===== src/common/video_pkg.sv =====
// ===========================================================================
// Shared definitions for the video colour mixer
//   Pixel, palette index, bank and colour vector types
//   Control and palette write structs
//   APB address map and pixel pipeline depth
// ===========================================================================

package video_pkg;

    // APB address map, byte offsets
    localparam int ADDR_W = 12;                     // APB address width
    localparam logic [ADDR_W-1:0] PAL_BASE  = 12'h000; // Palette, one word per entry
    localparam logic [ADDR_W-1:0] CTRL_ADDR = 12'h400; // Bank and layer enables

    // Pixel enables from input sample to mixer output
    localparam int PIPE_DLY = 3;

    // Colour index of one layer inside its palette slice
    typedef logic [3:0] pxl_t;

    // Full palette address: bank, layer bit, pixel
    typedef logic [7:0] pal_idx_t;

    // Palette bank number
    typedef logic [2:0] pal_sel_t;

    // Packed colour, R in [11:8], G in [7:4], B in [3:0]
    typedef logic [11:0] rgb_t;

    // Control register as seen by the datapath
    typedef struct packed {
        pal_sel_t pal_sel;  // Bank
        logic     scr_en;   // Scroll layer on
        logic     obj_en;   // Object layer on
    } mix_ctrl_t;

    // Palette write request from the bus side
    typedef struct packed {
        logic     we;       // Write strobe, one clk wide
        pal_idx_t addr;     // Entry
        rgb_t     data;     // New colour
    } pal_wr_t;

endpackage


===== src/pal_apb_regs.sv =====
// ===========================================================================
// APB slave of the colour mixer
//   Address decode for palette entries and the control register
//   Control register (bank, scroll enable, object enable)
//   Palette write request and read address to the palette RAM
//   Read data mux and error response for unmapped addresses
// ===========================================================================

`timescale 1ns/1ps

module pal_apb_regs (
    input  logic                          clk,
    input  logic                          rst_n,

    // APB slave
    input  logic [video_pkg::ADDR_W-1:0]  paddr,
    input  logic                          psel,
    input  logic                          penable,
    input  logic                          pwrite,
    input  logic [31:0]                   pwdata,
    output logic [31:0]                   prdata,
    output logic                          pready,
    output logic                          pslverr,

    // To the datapath
    output video_pkg::mix_ctrl_t          ctrl,
    output video_pkg::pal_wr_t            pal_wr,
    output video_pkg::pal_idx_t           rd_addr,
    input  video_pkg::rgb_t               rd_data
);

    logic access;       // Second APB phase
    logic pal_hit;      // Palette window 0x000..0x3FC
    logic ctrl_hit;     // Control register
    logic addr_err;     // Above the map

    assign access   = psel & penable;
    assign pal_hit  = paddr[video_pkg::ADDR_W-1:10] == video_pkg::PAL_BASE[video_pkg::ADDR_W-1:10];
    assign ctrl_hit = paddr == video_pkg::CTRL_ADDR;
    assign addr_err = paddr > video_pkg::CTRL_ADDR;

    // No wait states
    assign pready  = 1'b1;
    assign pslverr = access & addr_err;

    // Word address selects the entry
    assign rd_addr = paddr[9:2];

    // Palette write goes out on the access cycle, RAM takes it at that edge
    assign pal_wr.we   = access & pwrite & pal_hit;
    assign pal_wr.addr = paddr[9:2];
    assign pal_wr.data = pwdata[11:0];   // Upper bits ignored

    // Control register
    always_ff @(posedge clk or negedge rst_n) begin
        if (!rst_n) begin
            ctrl <= '0;                  // Both layers off, bank 0
        end else if (access && pwrite && ctrl_hit) begin
            ctrl.pal_sel <= pwdata[2:0];
            ctrl.scr_en  <= pwdata[4];
            ctrl.obj_en  <= pwdata[5];
        end
    end

    // Read data, combinational in the access cycle
    always_comb begin
        prdata = '0;
        if (pal_hit) begin
            prdata[11:0] = rd_data;      // Zero extended colour
        end else if (ctrl_hit) begin
            prdata[2:0] = ctrl.pal_sel;
            prdata[4]   = ctrl.scr_en;
            prdata[5]   = ctrl.obj_en;
        end
    end

endmodule


===== src/colmix/pixel_priority.sv =====
// ===========================================================================
// Layer priority, first pixel stage
//   Object over scroll unless the object pixel is transparent or disabled
//   Scroll layer gating
//   Registered palette index built from bank, layer bit and pixel
// ===========================================================================

`timescale 1ns/1ps

module pixel_priority (
    input  logic                 clk,
    input  logic                 rst_n,
    input  logic                 pxl_cen,
    input  video_pkg::pxl_t      obj_pxl,
    input  video_pkg::pxl_t      scr_pxl,
    input  video_pkg::mix_ctrl_t ctrl,
    output video_pkg::pal_idx_t  pal_idx
);

    logic            obj_blank;  // Object layer shows nothing here
    video_pkg::pxl_t scr_gated;  // Scroll pixel after its enable
    video_pkg::pxl_t pxl_sel;    // Winning pixel

    // Index zero is the transparent colour of the object layer
    assign obj_blank = (obj_pxl == '0) || !ctrl.obj_en;

    // Disabled scroll layer falls back to its colour 0
    assign scr_gated = ctrl.scr_en ? scr_pxl : '0;

    assign pxl_sel = obj_blank ? scr_gated : obj_pxl;

    // Index layout is {bank, layer, pixel}, layer 1 selects the scroll slice
    always_ff @(posedge clk or negedge rst_n) begin
        if (!rst_n) begin
            pal_idx <= '0;
        end else if (pxl_cen) begin
            pal_idx <= {ctrl.pal_sel, obj_blank, pxl_sel};
        end
    end

endmodule


===== src/colmix/palette_lookup.sv =====
// ===========================================================================
// Palette lookup, second pixel stage
//   256 x 12 bit palette RAM
//   Pixel port with a registered read on each pixel enable
//   Processor port with a write on any clk edge and a combinational read
// ===========================================================================

`timescale 1ns/1ps

module palette_lookup (
    input  logic                clk,
    input  logic                pxl_cen,

    // Pixel side
    input  video_pkg::pal_idx_t pal_idx,
    output video_pkg::rgb_t     rgb,

    // Processor side
    input  video_pkg::pal_wr_t  pal_wr,
    input  video_pkg::pal_idx_t rd_addr,
    output video_pkg::rgb_t     rd_data
);

    // One entry per index value
    video_pkg::rgb_t pal_mem [2**$bits(video_pkg::pal_idx_t)];

    // Processor writes do not wait for a pixel enable
    always_ff @(posedge clk) begin
        if (pal_wr.we) begin
            pal_mem[pal_wr.addr] <= pal_wr.data;
        end
    end

    // Pixel read sees the old colour when a write hits the same entry
    always_ff @(posedge clk) begin
        if (pxl_cen) begin
            rgb <= pal_mem[pal_idx];
        end
    end

    // Bus read back
    assign rd_data = pal_mem[rd_addr];

endmodule


===== src/colmix/blank_align.sv =====
// ===========================================================================
// Blank alignment, last pixel stage
//   Two stage delay of horizontal and vertical blanking
//   Output colour register, black while either blank is active
// ===========================================================================

`timescale 1ns/1ps

module blank_align (
    input  logic            clk,
    input  logic            rst_n,
    input  logic            pxl_cen,
    input  logic            lhbl,       // Active low
    input  logic            lvbl,       // Active low
    input  video_pkg::rgb_t rgb_in,     // From the palette, two enables behind
    output logic            lhbl_dly,
    output logic            lvbl_dly,
    output logic [3:0]      red,
    output logic [3:0]      green,
    output logic [3:0]      blue
);

    logic [1:0]      hbl_sr;    // Bit 1 lines up with rgb_in
    logic [1:0]      vbl_sr;
    logic            active;    // Visible area at the colour stage
    video_pkg::rgb_t rgb_q;

    assign active = hbl_sr[1] & vbl_sr[1];

    // Blanking follows the index and palette registers
    always_ff @(posedge clk or negedge rst_n) begin
        if (!rst_n) begin
            hbl_sr <= '0;          // Start blanked
            vbl_sr <= '0;
        end else if (pxl_cen) begin
            hbl_sr <= {hbl_sr[0], lhbl};
            vbl_sr <= {vbl_sr[0], lvbl};
        end
    end

    // Output stage
    always_ff @(posedge clk or negedge rst_n) begin
        if (!rst_n) begin
            lhbl_dly <= 1'b0;
            lvbl_dly <= 1'b0;
            rgb_q    <= '0;
        end else if (pxl_cen) begin
            lhbl_dly <= hbl_sr[1];
            lvbl_dly <= vbl_sr[1];
            rgb_q    <= active ? rgb_in : '0;   // Black in the borders
        end
    end

    assign {red, green, blue} = rgb_q;

endmodule


===== src/video_mixer_top.sv =====
// ===========================================================================
// Colour mixer top level
//   APB slave for palette and control
//   Pixel path of layer priority, palette lookup and blank alignment
// ===========================================================================

`timescale 1ns/1ps

module video_mixer_top (
    input  logic                         clk,
    input  logic                         rst_n,

    // APB slave
    input  logic [video_pkg::ADDR_W-1:0] paddr,
    input  logic                         psel,
    input  logic                         penable,
    input  logic                         pwrite,
    input  logic [31:0]                  pwdata,
    output logic [31:0]                  prdata,
    output logic                         pready,
    output logic                         pslverr,

    // Video in
    input  logic                         pxl_cen,
    input  video_pkg::pxl_t              obj_pxl,
    input  video_pkg::pxl_t              scr_pxl,
    input  logic                         lhbl,
    input  logic                         lvbl,

    // Video out
    output logic [3:0]                   red,
    output logic [3:0]                   green,
    output logic [3:0]                   blue,
    output logic                         lhbl_dly,
    output logic                         lvbl_dly
);

    video_pkg::mix_ctrl_t ctrl;      // Bank and layer enables
    video_pkg::pal_wr_t   pal_wr;    // Bus write to the palette
    video_pkg::pal_idx_t  rd_addr;   // Bus read entry
    video_pkg::rgb_t      rd_data;
    video_pkg::pal_idx_t  pal_idx;   // Stage 1 to stage 2
    video_pkg::rgb_t      rgb;       // Stage 2 to stage 3

    pal_apb_regs pal_apb_regs_inst (
        .clk      (clk),
        .rst_n    (rst_n),
        .paddr    (paddr),
        .psel     (psel),
        .penable  (penable),
        .pwrite   (pwrite),
        .pwdata   (pwdata),
        .prdata   (prdata),
        .pready   (pready),
        .pslverr  (pslverr),
        .ctrl     (ctrl),
        .pal_wr   (pal_wr),
        .rd_addr  (rd_addr),
        .rd_data  (rd_data)
    );

    pixel_priority pixel_priority_inst (
        .clk      (clk),
        .rst_n    (rst_n),
        .pxl_cen  (pxl_cen),
        .obj_pxl  (obj_pxl),
        .scr_pxl  (scr_pxl),
        .ctrl     (ctrl),
        .pal_idx  (pal_idx)
    );

    palette_lookup palette_lookup_inst (
        .clk      (clk),
        .pxl_cen  (pxl_cen),
        .pal_idx  (pal_idx),
        .rgb      (rgb),
        .pal_wr   (pal_wr),
        .rd_addr  (rd_addr),
        .rd_data  (rd_data)
    );

    // Blanks come straight from the ports, delay matched inside
    blank_align blank_align_inst (
        .clk      (clk),
        .rst_n    (rst_n),
        .pxl_cen  (pxl_cen),
        .lhbl     (lhbl),
        .lvbl     (lvbl),
        .rgb_in   (rgb),
        .lhbl_dly (lhbl_dly),
        .lvbl_dly (lvbl_dly),
        .red      (red),
        .green    (green),
        .blue     (blue)
    );

endmodule


===== config.mk =====
export PLATFORM = sky130hd
export DESIGN_NAME = video_mixer_top
export DESIGN_NICKNAME = d
export VERILOG_FILES = /design/src/common/video_pkg.sv /design/src/pal_apb_regs.sv /design/src/colmix/pixel_priority.sv /design/src/colmix/palette_lookup.sv /design/src/colmix/blank_align.sv /design/src/video_mixer_top.sv
export SDC_FILE = /design/constraint.sdc
export NUM_CORES = 2
export LEC_CHECK = 0
export BUFFER_PORTS_ARGS = -buffer_cell sky130_fd_sc_hd__buf_4
export CORE_ASPECT_RATIO = 1.5
export CORE_MARGIN = 5
export CORE_UTILIZATION = 58
export DETAILED_ROUTE_END_ITERATION = 6
export PLACE_DENSITY = 0.77
export SLEW_MARGIN = 40
export SYNTH_ARGS = -nofsm -noshare
export SYNTH_HDL_FRONTEND = slang
export SYNTH_SLANG_ARGS = --single-unit

===== constraint.sdc =====
create_clock -name clk -period 3.1 [get_ports clk]
set_clock_uncertainty 0.15 [all_clocks]
set_input_delay 0.31 -clock clk [delete_from_list [all_inputs] [get_ports clk]]
set_output_delay 0.31 -clock clk [all_outputs]
set_load 0.03 [all_outputs]

==> reports/metrics.yaml <==
place:
  hpwl_um: 363000
  post-place-ws_ps: -1660
  port_buffers: 66
  gp_congestion: 1.08
  dp_cells: 11361
yosys:
  yosysSeqAreaShare_pct: 64.4
  ys_async_sr_fraction_pct: 0.995
  ys_seq_elements: 3115
  syn_area_sq_mm: 0.145
  synth_cells: 7080
  synth_edf_count: 3084
  synth_top_cell_area_share_pct: 63.9
  yosys-top-cells-area: "edfxtp_1, mux4_2, mux2i_1"
  syn_area_per_cell_sq_um: 20.5
  ys.warnings.count: 0
  synthDistinctLibCells: 69
  yosys.area.top_type: "edfxtp_1"
  synth_ff_type: "edfxtp_1"
status:
  status: "complete, but fails checks"
  violations: "DRC, setup timing"
timing:
  finalHoldViolations: 0
  post-route-min-period_ps: 4270
  worstMarginPinSlew_ps: 1020
  slew_violations: 0
  fmax_ghz: 0.234
  setup_viol: 24
  fin_crit_sh_pct: 138
  holdWs_ps: 102
  worst_slack_ps: -1170
  rsz0062_at_grt: "yes"
  slew_headroom_pct: 31.8
clock_tree:
  insertion_delay_ps: 910
  cts-root-buf: "clkbuf_16"
  h-tree-depth: 5
  cts_tree: "built"
  clk_pin_slew_ps: 60
  cts_buffers: 294
  cts.path.max_buffers: 4
  clkSinkCount: 3115
power:
  p_seq_share_pct: 49.7
  swShare_pct: 23.8
  p_int_mw: 71.1
  p_per_area_mw_per_mm2: 527
  p_leak_nw: 58.0
  vdd_ir_drop_max_mv: 0.559
  power_mw: 93.2
  pwr-share-clk_pct: 38.9
  combPwrFrac_pct: 11.4
  p_switching_mw: 22.1
final_layout:
  seq_area_sq_mm: 0.0934
  stdcell_count: 12038
  nets: 8581
  layout_common_cells: "edfxtp_1, mux4_2, buf_4"
  nFillCells: 14057
  area.growth.synth_to_final_pct: 21.9
  drive_gt1_share_pct: 45.8
  final_common_cell: "edfxtp_1"
  multi_input_area_sq_mm: 0.0502
global_route:
  grtUsageTotal_pct: 41.0
  grt_pass1_wl_um: 735000
  grt_max_degree: 128
  grt_pass1_vias: 92740
  antenna_found_initial: 38
  grt-ovfl-total: 0
worst_setup_path:
  critical_path_class: "reg -> out"
  startpoint: "palette_lookup_inst.pal_mem[82][8]$_DFFE_PP_"
  timing.rr.end: "palette_lookup_inst.rgb[0]$_DFFE_PP_"
  worstPathMaxFanout: 2
  rrSetupSlack_ps: -440
  required_ps: 2640
  reg2regPathDepth: 14
  startpoint_type: "register"
  r2r_start: "pixel_priority_inst.pal_idx[0]$_DFFE_PN0P_"
  end_kind: "primary output"
  critical_path_arrival_ps: 3810
routing:
  viasPerCell: 7.77
  wl_per_cell_um: 44.7
  drtAntennaViolNets: 0
  drtIter0Drc: 17119
  drt-total-wl_um: 538000
  first_pass_iters: 7
  drc_errors: 14
  vias: 93560
worst_hold_path:
  holdPathStages: 4
  hp-class: "in -> reg"
  hold_start: "scr_pxl[0]"
  holdPathEnd: "pixel_priority_inst.pal_idx[0]$_DFFE_PN0P_"
floorplanning:
  initial_utilization_pct: 58.3
  dieWidth_um: 418
  num_io_pins: 108
  die_y_um: 622
  die_area_sq_mm: 0.260
  rows: 224
  core_sq_mm: 0.249
run:
  cap_violations: 0
## what timing repair did
action                     4_1_cts  5_1_grt
hold buffers                    32        1
gates cloned                    13        7
gates resized for setup        280      170
setup endpoints to repair       24       24
hold endpoints to repair      1033       45
buffers inserted                75       34
pin swaps                       67       53
## stage by stage
stage / utilization (%) / instance area, sq um / setup TNS [ps]
6_report: 71.1 / 177000 / -16090
5_1_grt: 71.1 / 177000 / -16160
4_1_cts: 70.6 / 175000 / -15360
3_5_place_dp: 65.7 / 163000 / -156690
3_3_place_gp: 65.7 / 163000 / -126890
2_1_floorplan: - / 145000 / -22520
## registers in the layout, indices dropped and copies added, names as in the netlist
| register | count |
|---|---|
| palette_lookup_inst.rgb | 12 |
| palette_lookup_inst.pal_mem | 3072 |
| blank_align_inst.rgb_q | 12 |
| pal_apb_regs_inst.ctrl | 5 |
| blank_align_inst.lhbl_dly | 1 |
| blank_align_inst.hbl_sr | 2 |
| blank_align_inst.lvbl_dly | 1 |
| pixel_priority_inst.pal_idx | 8 |
| blank_align_inst.vbl_sr | 2 |
## how the worst max path moves through the flow
stage	end	slack, ps	cells past startpoint
3_5_place_dp	prdata[3]	-1660	16
6_report	prdata[8]	-1170	8
4_1_cts	prdata[6]	-1080	7
5_1_grt	prdata[8]	-1110	8
3_3_place_gp	prdata[3]	-1690	16
2_1_floorplan	palette_lookup_inst.pal_mem[191][0]$_DFFE_PP_	-100	10
## kinds of logic (layout without fill, tap and decap cells)
kind of cell           after synthesis  in the layout  share of synthesized area [%]
buffers and inverters              606           2252                           2.19
muxes                             2136           2136                           28.7
other                                2             37                        0.00518
DFF                               3115           3115                           64.4
AOI/OAI and AO/OA                  542            542                           2.55
and+or+nand+nor                    679            679                           2.11
## area by class of cell
type	count	area share, %
timing repair buffer	1715	11.1
inverter	17	0.0382
antenna	16	0.0227
clock buffer	359	4.42
tap	3277	2.32
clock inverter	161	0.867
sequential	3115	52.8
multi-input combinational	3378	28.4
## power by group through the flow
stage	clock (mW)	combinational [mW]	sequential [mW]
after global placement	0	9.26	47.3
after detailed placement	0	9.43	47.3
final	36.2	10.6	46.3
after floorplan	0	4.76	47.3
after CTS	36.1	10.0	46.3
after global routing	38.0	10.8	46.3
## routing by layer
metal / GRT usage, % / wire length (um) / vias to the layer above
met5: 0 / 228 / -
li1: - / - / 33776
met3: 12.1 / 74800 / 2433
met2: 62.3 / 245000 / 9538
met4: 34.6 / 62600 / 28
met1: 48.2 / 155000 / 47785
## synthesized netlist by cell type (all sizes together) (3+ instances only)
cell type and count:
a22oi 102, a2111oi 6, o211ai 25, nor3 45, or3 10, a21oi 91, edfxtp 3084, o31ai 4
o22ai 101, inv 17, or2 5, nor4b 12, nand3 73, a211oi 13, a221oi 49, a31oi 13
mux2i 480, mux2 42, o2111ai 5, nor3b 3, nand2b 13, o32ai 11, nand2 139, nor4 9
dfrtp 31, a221o 3, a32oi 15, clkbuf 174, mux4 1614, and3 4, o41ai 4, a22o 8
buf 415, o21ai 73, nor2b 17, nand4 21, and2 8, a311oi 4, nor2 310
## worst max-delay path, stage by stage, from the launching register on
cell and delay, ps:
edfxtp_1 440, mux4_2 550, mux4_2 570, a22o_4 310
a211oi_2 160, nand4_1 320, nor2_2 260, a21oi_4 130
buf_6 170
Power figures use the tool's default switching activity.
